$ cat src/hw/rv_isa_pkg.sv
//////////////////////////////////////////////////
// RV64I opcodes, funct3 codes, machine CSR
// addresses and the instruction word views.
//////////////////////////////////////////////////
`default_nettype none

package rv_isa_pkg;

  localparam int XLEN = 64;

  // Major opcodes.
  localparam logic [6:0] OPC_OP     = 7'b0110011;
  localparam logic [6:0] OPC_OP_IMM = 7'b0010011;
  localparam logic [6:0] OPC_LUI    = 7'b0110111;
  localparam logic [6:0] OPC_AUIPC  = 7'b0010111;
  localparam logic [6:0] OPC_JAL    = 7'b1101111;
  localparam logic [6:0] OPC_JALR   = 7'b1100111;
  localparam logic [6:0] OPC_BRANCH = 7'b1100011;
  localparam logic [6:0] OPC_SYSTEM = 7'b1110011;

  // ALU funct3.
  localparam logic [2:0] F3_ADD  = 3'b000;
  localparam logic [2:0] F3_SLL  = 3'b001;
  localparam logic [2:0] F3_SLT  = 3'b010;
  localparam logic [2:0] F3_SLTU = 3'b011;
  localparam logic [2:0] F3_XOR  = 3'b100;
  localparam logic [2:0] F3_SR   = 3'b101;
  localparam logic [2:0] F3_OR   = 3'b110;
  localparam logic [2:0] F3_AND  = 3'b111;

  // Branch funct3.
  localparam logic [2:0] F3_BEQ  = 3'b000;
  localparam logic [2:0] F3_BNE  = 3'b001;
  localparam logic [2:0] F3_BLT  = 3'b100;
  localparam logic [2:0] F3_BGE  = 3'b101;
  localparam logic [2:0] F3_BLTU = 3'b110;
  localparam logic [2:0] F3_BGEU = 3'b111;

  // CSR funct3. The low two bits give the access kind.
  localparam logic [2:0] F3_CSRRW  = 3'b001;
  localparam logic [2:0] F3_CSRRS  = 3'b010;
  localparam logic [2:0] F3_CSRRC  = 3'b011;
  localparam logic [2:0] F3_CSRRWI = 3'b101;
  localparam logic [2:0] F3_CSRRSI = 3'b110;
  localparam logic [2:0] F3_CSRRCI = 3'b111;

  localparam logic [11:0] CSR_MSCRATCH = 12'h340;
  localparam logic [11:0] CSR_MTVEC    = 12'h305;
  localparam logic [11:0] CSR_MEPC     = 12'h341;
  localparam logic [11:0] CSR_MCAUSE   = 12'h342;
  localparam logic [11:0] CSR_MCYCLE   = 12'hB00;
  localparam logic [11:0] CSR_MINSTRET = 12'hB02;

  typedef struct packed {
    logic [6:0] funct7;
    logic [4:0] rs2;
    logic [4:0] rs1;
    logic [2:0] funct3;
    logic [4:0] rd;
    logic [6:0] opcode;
  } inst_r_t;

  typedef struct packed {
    logic [11:0] addr;
    logic [4:0]  zimm;   // Also rs1.
    logic [2:0]  funct3;
    logic [4:0]  rd;
    logic [6:0]  opcode;
  } inst_csr_t;

  typedef union packed {
    inst_r_t   r;
    inst_csr_t csr;
  } inst_u;

endpackage

`default_nettype wire

$ cat src/hw/exe_pkg.sv
//////////////////////////////////////////////////
// Execute stage bundles and CSR access request.
//////////////////////////////////////////////////
`default_nettype none

package exe_pkg;

  // Stage controller states.
  localparam logic EXE_IDLE = 1'b0;
  localparam logic EXE_BUSY = 1'b1;

  // CSR access kinds as in funct3[1:0].
  localparam logic [1:0] CSR_OP_WRITE = 2'b01;
  localparam logic [1:0] CSR_OP_SET   = 2'b10;
  localparam logic [1:0] CSR_OP_CLEAR = 2'b11;

  typedef struct packed {
    logic [rv_isa_pkg::XLEN-1:0] pc;
    logic [rv_isa_pkg::XLEN-1:0] pc_pred;
    rv_isa_pkg::inst_u           inst;
    logic [rv_isa_pkg::XLEN-1:0] op1;
    logic [rv_isa_pkg::XLEN-1:0] op2;  // rs2 or immediate.
    logic [rv_isa_pkg::XLEN-1:0] op3;  // Branch/jump offset.
    logic [4:0]                  rd;
    logic                        rd_wen;
    logic                        nocmt; // Bubble.
  } exe_req_t;

  typedef struct packed {
    logic [rv_isa_pkg::XLEN-1:0] pc;
    rv_isa_pkg::inst_u           inst;
    logic [4:0]                  rd;
    logic                        rd_wen;
    logic [rv_isa_pkg::XLEN-1:0] rd_wdata;
    logic                        pc_jmp;
    logic [rv_isa_pkg::XLEN-1:0] pc_jmpaddr;
    logic                        nocmt;
  } exe_res_t;

  typedef struct packed {
    logic [11:0]                 addr;
    logic [1:0]                  op;
    logic [rv_isa_pkg::XLEN-1:0] src;
    logic                        wr;
  } csr_req_t;

endpackage

`default_nettype wire

$ cat src/hw/exe_ctrl.sv
//////////////////////////////////////////////////
// Execute stage controller.
//////////////////////////////////////////////////
`timescale 1ns/1ps
`default_nettype none

module exe_ctrl (
  input  logic clk,
  input  logic rst,
  input  logic i_decoded_req,
  input  logic i_executed_ack,
  output logic o_decoded_ack,
  output logic o_executed_req,
  output logic o_load,
  output logic o_commit
);

  logic state_q;

  assign o_decoded_ack  = (state_q == exe_pkg::EXE_IDLE);
  assign o_executed_req = (state_q == exe_pkg::EXE_BUSY);

  assign o_load   = i_decoded_req & o_decoded_ack;    // Capture.
  assign o_commit = i_executed_ack & o_executed_req;  // Retire.

  always_ff @(posedge clk) begin
    if (rst) begin
      state_q <= exe_pkg::EXE_IDLE;
    end else if (o_load) begin
      state_q <= exe_pkg::EXE_BUSY;
    end else if (o_commit) begin
      state_q <= exe_pkg::EXE_IDLE;
    end
  end

endmodule

`default_nettype wire

$ cat src/hw/exe_alu.sv
//////////////////////////////////////////////////
// Integer ALU, branch compare and next pc check.
//////////////////////////////////////////////////
`timescale 1ns/1ps
`default_nettype none

module exe_alu (
  input  exe_pkg::exe_req_t            i_req,
  output logic [rv_isa_pkg::XLEN-1:0] o_rd_wdata,
  output logic                        o_pc_jmp,
  output logic [rv_isa_pkg::XLEN-1:0] o_pc_jmpaddr
);

  logic [6:0]                  opcode;
  logic [2:0]                  funct3;
  logic [6:0]                  funct7;
  logic [5:0]                  shamt;
  logic                        sub_sel;
  logic                        br_taken;
  logic [rv_isa_pkg::XLEN-1:0] op1;
  logic [rv_isa_pkg::XLEN-1:0] op2;
  logic [rv_isa_pkg::XLEN-1:0] alu_res;
  logic [rv_isa_pkg::XLEN-1:0] pc_seq;
  logic [rv_isa_pkg::XLEN-1:0] pc_target;
  logic [rv_isa_pkg::XLEN-1:0] jalr_sum;
  logic [rv_isa_pkg::XLEN-1:0] next_pc;

  assign opcode = i_req.inst.r.opcode;
  assign funct3 = i_req.inst.r.funct3;
  assign funct7 = i_req.inst.r.funct7;
  assign op1    = i_req.op1;
  assign op2    = i_req.op2;
  assign shamt  = op2[5:0];

  // SUB exists only in the register form.
  assign sub_sel = (opcode == rv_isa_pkg::OPC_OP) & funct7[5];

  assign pc_seq    = i_req.pc + 64'd4;
  assign pc_target = i_req.pc + i_req.op3;
  assign jalr_sum  = op1 + i_req.op3;

  //////////////////////////////////////////////////
  // ALU
  //////////////////////////////////////////////////
  always_comb begin
    alu_res = '0;
    case (funct3)
      rv_isa_pkg::F3_ADD:  alu_res = sub_sel ? (op1 - op2) : (op1 + op2);
      rv_isa_pkg::F3_SLL:  alu_res = op1 << shamt;
      rv_isa_pkg::F3_SLT:  alu_res = {63'd0, $signed(op1) < $signed(op2)};
      rv_isa_pkg::F3_SLTU: alu_res = {63'd0, op1 < op2};
      rv_isa_pkg::F3_XOR:  alu_res = op1 ^ op2;
      rv_isa_pkg::F3_SR: begin
        if (funct7[5]) begin
          alu_res = $signed(op1) >>> shamt;  // SRA and SRAI.
        end else begin
          alu_res = op1 >> shamt;
        end
      end
      rv_isa_pkg::F3_OR:   alu_res = op1 | op2;
      rv_isa_pkg::F3_AND:  alu_res = op1 & op2;
      default:             alu_res = '0;
    endcase
  end

  //////////////////////////////////////////////////
  // Branch compare
  //////////////////////////////////////////////////
  always_comb begin
    case (funct3)
      rv_isa_pkg::F3_BEQ:  br_taken = (op1 == op2);
      rv_isa_pkg::F3_BNE:  br_taken = (op1 != op2);
      rv_isa_pkg::F3_BLT:  br_taken = ($signed(op1) < $signed(op2));
      rv_isa_pkg::F3_BGE:  br_taken = ($signed(op1) >= $signed(op2));
      rv_isa_pkg::F3_BLTU: br_taken = (op1 < op2);
      rv_isa_pkg::F3_BGEU: br_taken = (op1 >= op2);
      default:             br_taken = 1'b0;
    endcase
  end

  // Write-back value and real next pc.
  always_comb begin
    o_rd_wdata = '0;
    next_pc    = pc_seq;
    case (opcode)
      rv_isa_pkg::OPC_OP,
      rv_isa_pkg::OPC_OP_IMM: o_rd_wdata = alu_res;
      rv_isa_pkg::OPC_LUI:    o_rd_wdata = op2;
      rv_isa_pkg::OPC_AUIPC:  o_rd_wdata = i_req.pc + op2;
      rv_isa_pkg::OPC_JAL: begin
        o_rd_wdata = pc_seq;
        next_pc    = pc_target;
      end
      rv_isa_pkg::OPC_JALR: begin
        o_rd_wdata = pc_seq;
        next_pc    = {jalr_sum[rv_isa_pkg::XLEN-1:1], 1'b0};
      end
      rv_isa_pkg::OPC_BRANCH: begin
        if (br_taken) begin
          next_pc = pc_target;
        end
      end
      default: ;
    endcase
  end

  assign o_pc_jmp     = (next_pc != i_req.pc_pred);  // Mispredict.
  assign o_pc_jmpaddr = next_pc;

endmodule

`default_nettype wire

$ cat src/hw/csr_file.sv
//////////////////////////////////////////////////
// Machine CSR registers and read mux.
//////////////////////////////////////////////////
`timescale 1ns/1ps
`default_nettype none

module csr_file (
  input  logic                        clk,
  input  logic                        rst,
  input  exe_pkg::csr_req_t           i_csr,
  input  logic                        i_commit,
  input  logic [rv_isa_pkg::XLEN-1:0] i_mcycle,
  input  logic [rv_isa_pkg::XLEN-1:0] i_minstret,
  output logic [rv_isa_pkg::XLEN-1:0] o_rdata
);

  logic [rv_isa_pkg::XLEN-1:0] mscratch_q;
  logic [rv_isa_pkg::XLEN-1:0] mtvec_q;
  logic [rv_isa_pkg::XLEN-1:0] mepc_q;
  logic [rv_isa_pkg::XLEN-1:0] mcause_q;
  logic [rv_isa_pkg::XLEN-1:0] wdata;

  //////////////////////////////////////////////////
  // Read
  //////////////////////////////////////////////////
  always_comb begin
    case (i_csr.addr)
      rv_isa_pkg::CSR_MSCRATCH: o_rdata = mscratch_q;
      rv_isa_pkg::CSR_MTVEC:    o_rdata = mtvec_q;
      rv_isa_pkg::CSR_MEPC:     o_rdata = mepc_q;
      rv_isa_pkg::CSR_MCAUSE:   o_rdata = mcause_q;
      rv_isa_pkg::CSR_MCYCLE:   o_rdata = i_mcycle;
      rv_isa_pkg::CSR_MINSTRET: o_rdata = i_minstret;
      default:                  o_rdata = '0;
    endcase
  end

  // New value from old one.
  always_comb begin
    case (i_csr.op)
      exe_pkg::CSR_OP_WRITE: wdata = i_csr.src;
      exe_pkg::CSR_OP_SET:   wdata = o_rdata | i_csr.src;
      exe_pkg::CSR_OP_CLEAR: wdata = o_rdata & ~i_csr.src;
      default:               wdata = o_rdata;
    endcase
  end

  //////////////////////////////////////////////////
  // Write
  //////////////////////////////////////////////////
  always_ff @(posedge clk) begin
    if (rst) begin
      mscratch_q <= '0;
      mtvec_q    <= '0;
      mepc_q     <= '0;
      mcause_q   <= '0;
    end else if (i_commit && i_csr.wr) begin
      case (i_csr.addr)
        rv_isa_pkg::CSR_MSCRATCH: mscratch_q <= wdata;
        rv_isa_pkg::CSR_MTVEC:    mtvec_q    <= wdata;
        rv_isa_pkg::CSR_MEPC:     mepc_q     <= wdata;
        rv_isa_pkg::CSR_MCAUSE:   mcause_q   <= wdata;
        default: ;  // Counters are read-only here.
      endcase
    end
  end

endmodule

`default_nettype wire

$ cat src/hw/csr_counter.sv
//////////////////////////////////////////////////
// Cycle and retired-instruction counters.
//////////////////////////////////////////////////
`timescale 1ns/1ps
`default_nettype none

module csr_counter (
  input  logic                        clk,
  input  logic                        rst,
  input  logic                        i_commit,
  input  logic                        i_nocmt,
  output logic [rv_isa_pkg::XLEN-1:0] o_mcycle,
  output logic [rv_isa_pkg::XLEN-1:0] o_minstret
);

  always_ff @(posedge clk) begin
    if (rst) begin
      o_mcycle <= '0;
    end else begin
      o_mcycle <= o_mcycle + 64'd1;
    end
  end

  // Bubbles do not retire.
  always_ff @(posedge clk) begin
    if (rst) begin
      o_minstret <= '0;
    end else if (i_commit && !i_nocmt) begin
      o_minstret <= o_minstret + 64'd1;
    end
  end

endmodule

`default_nettype wire

$ cat src/hw/exe_stage.sv
//////////////////////////////////////////////////
// Execute stage top with bundle capture register.
//////////////////////////////////////////////////
`timescale 1ns/1ps
`default_nettype none

module exe_stage (
  input  logic              clk,
  input  logic              rst,
  input  logic              i_decoded_req,
  input  exe_pkg::exe_req_t i_req,
  input  logic              i_executed_ack,
  output logic              o_decoded_ack,
  output logic              o_executed_req,
  output exe_pkg::exe_res_t o_res
);

  exe_pkg::exe_req_t           req_q;
  exe_pkg::csr_req_t           csr_req;
  exe_pkg::exe_res_t           res;
  logic                        load;
  logic                        commit;
  logic                        is_sys;
  logic                        is_csr;
  logic                        is_imm;
  logic [2:0]                  f3;
  logic                        alu_jmp;
  logic [rv_isa_pkg::XLEN-1:0] alu_wdata;
  logic [rv_isa_pkg::XLEN-1:0] alu_jmpaddr;
  logic [rv_isa_pkg::XLEN-1:0] csr_rdata;
  logic [rv_isa_pkg::XLEN-1:0] mcycle;
  logic [rv_isa_pkg::XLEN-1:0] minstret;
  logic                        held_q;
  logic [rv_isa_pkg::XLEN-1:0] csr_rdata_q;
  logic [rv_isa_pkg::XLEN-1:0] csr_val;

  exe_ctrl u_ctrl (
    .clk            (clk),
    .rst            (rst),
    .i_decoded_req  (i_decoded_req),
    .i_executed_ack (i_executed_ack),
    .o_decoded_ack  (o_decoded_ack),
    .o_executed_req (o_executed_req),
    .o_load         (load),
    .o_commit       (commit)
  );

  always_ff @(posedge clk) begin
    if (load) begin
      req_q <= i_req;
    end
  end

  //////////////////////////////////////////////////
  // CSR access
  //////////////////////////////////////////////////
  assign f3     = req_q.inst.csr.funct3;
  assign is_sys = (req_q.inst.csr.opcode == rv_isa_pkg::OPC_SYSTEM);
  assign is_imm = (f3 == rv_isa_pkg::F3_CSRRWI) | (f3 == rv_isa_pkg::F3_CSRRSI) |
                  (f3 == rv_isa_pkg::F3_CSRRCI);
  assign is_csr = is_sys & (is_imm | (f3 == rv_isa_pkg::F3_CSRRW) |
                  (f3 == rv_isa_pkg::F3_CSRRS) | (f3 == rv_isa_pkg::F3_CSRRC));

  always_comb begin
    csr_req.addr = req_q.inst.csr.addr;
    csr_req.op   = f3[1:0];
    csr_req.src  = is_imm ? {59'd0, req_q.inst.csr.zimm} : req_q.op1;
    // Set/clear with a zero source must not write.
    csr_req.wr   = is_csr & ((f3 == rv_isa_pkg::F3_CSRRW) | (f3 == rv_isa_pkg::F3_CSRRWI) |
                   (req_q.inst.csr.zimm != 5'd0));
  end

  exe_alu u_alu (
    .i_req        (req_q),
    .o_rd_wdata   (alu_wdata),
    .o_pc_jmp     (alu_jmp),
    .o_pc_jmpaddr (alu_jmpaddr)
  );

  csr_file u_csr (
    .clk        (clk),
    .rst        (rst),
    .i_csr      (csr_req),
    .i_commit   (commit),
    .i_mcycle   (mcycle),
    .i_minstret (minstret),
    .o_rdata    (csr_rdata)
  );

  csr_counter u_cnt (
    .clk        (clk),
    .rst        (rst),
    .i_commit   (commit),
    .i_nocmt    (req_q.nocmt),
    .o_mcycle   (mcycle),
    .o_minstret (minstret)
  );

  // Freeze the CSR read value while the result is stalled.
  always_ff @(posedge clk) begin
    if (rst) begin
      held_q <= 1'b0;
    end else begin
      held_q <= o_executed_req & ~commit;
    end
  end

  always_ff @(posedge clk) begin
    if (!held_q) begin
      csr_rdata_q <= csr_rdata;
    end
  end

  assign csr_val = held_q ? csr_rdata_q : csr_rdata;

  always_comb begin
    res.pc         = req_q.pc;
    res.inst       = req_q.inst;
    res.rd         = req_q.rd;
    res.rd_wen     = req_q.rd_wen;
    res.rd_wdata   = is_sys ? csr_val : alu_wdata;
    res.pc_jmp     = is_sys ? 1'b0 : alu_jmp;
    res.pc_jmpaddr = alu_jmpaddr;
    res.nocmt      = req_q.nocmt;
  end

  assign o_res = o_executed_req ? res : '0;  // Zero while idle.

endmodule

`default_nettype wire

$ cat config.mk
export PLATFORM = sky130hd
export DESIGN_NAME = exe_stage
export DESIGN_NICKNAME = d
export VERILOG_FILES = /design/src/hw/rv_isa_pkg.sv /design/src/hw/exe_pkg.sv /design/src/hw/exe_ctrl.sv /design/src/hw/exe_alu.sv /design/src/hw/csr_file.sv /design/src/hw/csr_counter.sv /design/src/hw/exe_stage.sv
export SDC_FILE = /design/constraint.sdc
export NUM_CORES = 2
export LEC_CHECK = 0
export BUFFER_PORTS_ARGS = -buffer_cell sky130_fd_sc_hd__buf_2
export CAP_MARGIN = 5
export CORE_UTILIZATION = 45
export DETAILED_ROUTE_END_ITERATION = 7
export PLACE_DENSITY = 0.65
export SYNTH_ARGS = -nofsm -noshare
export SYNTH_HDL_FRONTEND = slang
export SYNTH_SLANG_ARGS = --single-unit
export TNS_END_PERCENT = 20
$ cat constraint.sdc
create_clock -name clk -period 21.3 [get_ports clk]
set_clock_uncertainty 0.05 [all_clocks]
set_input_delay 4.26 -clock clk [delete_from_list [all_inputs] [get_ports clk]]
set_output_delay 4.26 -clock clk [all_outputs]
set_load 0.03 [all_outputs]
==> flow_summary.ini <==
[clock_tree]
cts_max_path_buffers = 3
cts_tree = yes
cts_setup_buffers = 0
insertion_delay_ns = 0.77
cts_root_buffer = clkbuf_16
cts_resized = 0
cts_buffers = 91
clkTransAtPathRegs_ns = 0.06
htree_levels = 3
cts.sink_count = 809
holdBufCountCts = 0

[die]
die_w_um = 384
die_h_um = 384
coreArea_mm2 = 0.144
ios = 597
rows = 139
initial_core_util_pct = 45.5
die_area_mm2 = 0.147

[grt]
grt_max_degree = 116
grt_antenna_before_repair = 66
grt_pass1_wl_um = 514000
overflow = 0
first_global_vias = 65900
grt_usage_pct = 49.2

[power]
switching_share_pct = 38.1
internal-power_mw = 2.98
power_leakage_nw = 29.1
pwr-share-seq_pct = 37.1
pwr-share-comb_pct = 29.6
clockPowerShare_pct = 33.4
switchingPower_mw = 1.83
peakVddDrop_mv = 0.0688
powerDensity_mw_per_mm2 = 65.9

[cells_and_area]
multi_input_area_mm2 = 0.0428
fin_area_mm2 = 0.0730
fin_cells = 10600
synthToLayoutAreaGrowth_pct = 11.3
fill_cells = 14200
final_nets = 9375
seqCellArea_mm2 = 0.0198
drive_gt1_share_pct = 12.1

[worst_setup_path]
crit_type = flop to output pin
cp.arrival_ns = 9.86
critPathLaunchType = flop
required_ns = 16.99
critPathCaptureType = output pin
critPathMaxFanout = 55

[placement]
dpl_cell_area_mm2 = 0.0700
port-buffer-count = 596
place_inst = 10400
place.gp.congestion = 1.15
dp_hpwl_um = 297000

[route]
dr_total_vias = 73300
viasPerCell = 6.90
drtIter0Drc = 12500
first_pass_iters = 8
drc_errors = 0
wire_per_inst_um = 35.6
ant_nets = 0
finalWirelength_um = 379000

[yosys]
yosysUniqueCellTypes = 95
ys_top_cells_by_count = nand2_1 (1039), a21oi_1 (963), nor2_1 (940), clkbuf_1 (497), o21ai_0 (489)
ys.flop_type = dfxtp_1
synthCells = 8374
synth_top_area_share_pct = 16.4
synth.ff_latch_count = 809
synthArstFlopShare_pct = 0
yosysWarnings = 0
yosys.area.top_type = edfxtp_1
yosys-top-cells-area = edfxtp_1 (16%), dfxtp_1 (14%), a21oi_1 (7.3%)
ys_seq_area_share_pct = 30.2
avgSynthCellArea_um2 = 7.83
synth_area_mm2 = 0.0656
synth_edf_count = 359
syn_nets = 9126
yosysMostFrequentCell = nand2_1

[timing]
setup-tns-final_ns = 0
period_needed_ns = 14.17
rsz0062_at_grt = false
final-hold-violation-count = 0
tightest_slew_ns = 1.45
slew_violations = 0
period_share_pct = 66.5
setup_viol = 0
relSlewSlack_pct = 2.11
fmax_ghz = 0.0706

[run]
maxCapViolations = 0

[run_status]
outcome = complete, no violations

[min_path]
hp-class = flop to flop
[cell usage in the layout, fill, tap and decap left out, types with 239 or more instances in the layout]
cell type / Yosys / routed
buf_2: 4 / 595
a21oi_1: 963 / 962
o21ai_0: 489 / 488
dfxtp_1: 450 / 448
mux2i_1: 274 / 274
ha_1: 384 / 384
nand2_1: 1039 / 1034
edfxtp_1: 359 / 359
nor2_1: 940 / 934
inv_1: 242 / 239
[power groups by stage]
stage / clock network, mW / registers (mW) / logic (mW)
floorplan: 0 / 1.76 / 0.861
global placement: 0 / 1.80 / 1.35
detailed placement: 0 / 1.80 / 1.34
CTS: 1.61 / 1.77 / 1.35
global route: 1.66 / 1.78 / 1.47
finish: 1.60 / 1.78 / 1.42
[stage by stage]
stage | worst slack, ns | power [mW] | hold WS [ns] | utilization, %
2_1_floorplan | 9.29 | 2.62 | 0.375 | -
4_1_cts | 7.63 | 4.73 | 0.402 | 50.6
6_report | 7.13 | 4.81 | 0.402 | 50.6
3_3_place_gp | 8.46 | 3.16 | 0.385 | 48.5
5_1_grt | 7.18 | 4.91 | 0.413 | 50.6
3_5_place_dp | 8.47 | 3.15 | 0.393 | 48.5
[logic make-up (layout without fill, tap and decap cells)]
family | Yosys count | after routing | synth area share (%)
AOI/OAI and AO/OA | 2692 | 2692 | 26.2
buffers and inverters | 827 | 1146 | 4.82
and+or+nand+nor | 2862 | 2862 | 19.6
muxes | 369 | 369 | 6.09
DFF | 809 | 809 | 30.2
other | 0 | 32 | 0
adders and majority gates | 389 | 389 | 7.48
xor gates and xnor gates | 426 | 426 | 5.69
[worst paths after layout]
kind                          from                   end  slack, ns  depth (start not counted)
min reg2reg    u_csr.mscratch_q[5]   u_csr.mscratch_q[5]       0.40                          2
max reg2reg  u_ctrl.o_executed_req  u_cnt.o_minstret[58]      14.78                         13
min            u_csr.mscratch_q[5]   u_csr.mscratch_q[5]       0.40                          2
max                      req_q[72]             o_res[65]       7.13                         22
[routing by layer]
layer	track usage (%)	vias up	part of all wire (%)	wire length [µm]
li1	-	31000	-	-
met1	62.6	35500	37	141000
met2	70.6	5654	41	154000
met3	16.3	1140	14	53200
met4	32.0	38	7.9	29900
met5	0	-	0.089	336
[worst max-delay path, cell delays in order, from the launching register on]
cell and delay [ns]:
edfxtp_1 0.32, buf_4 0.23, inv_4 0.33, fa_1 0.58, nor2b_1 0.17, o311ai_1 0.51
a211oi_1 0.30, nor3_1 0.61, o221ai_1 0.21, nor3_1 0.32, nand2_1 0.19, mux2i_1 0.64
nor2_1 0.26, buf_4 0.24, a221oi_1 0.39, nor3_1 0.10, nor4b_1 0.91, nand4_1 0.19
nor4_1 0.45, nand4_1 0.46, nor4_1 0.90, nor3_1 0.40, buf_2 0.30
[registers in the layout, indices dropped and copies added (netlist names), 14 cells and up]
signal and count:
u_csr.mtvec_q 64, req_q 344, u_csr.mepc_q 64, csr_rdata_q 64, u_csr.mcause_q 64, u_cnt.o_mcycle 64, u_csr.mscratch_q 64, csr_req 14
u_cnt.o_minstret 64
[final cells by class]
cell class / count / share of cell area (%)
multi-input cells: 6738 / 58.7
flip-flops and latches: 809 / 27.1
repair buffers: 730 / 5.51
clock buffers: 122 / 3.33
well taps: 1903 / 3.26
inverters: 253 / 1.32
clock inverters: 41 / 0.665
diodes: 32 / 0.110
Power figures use the tool's default switching activity.
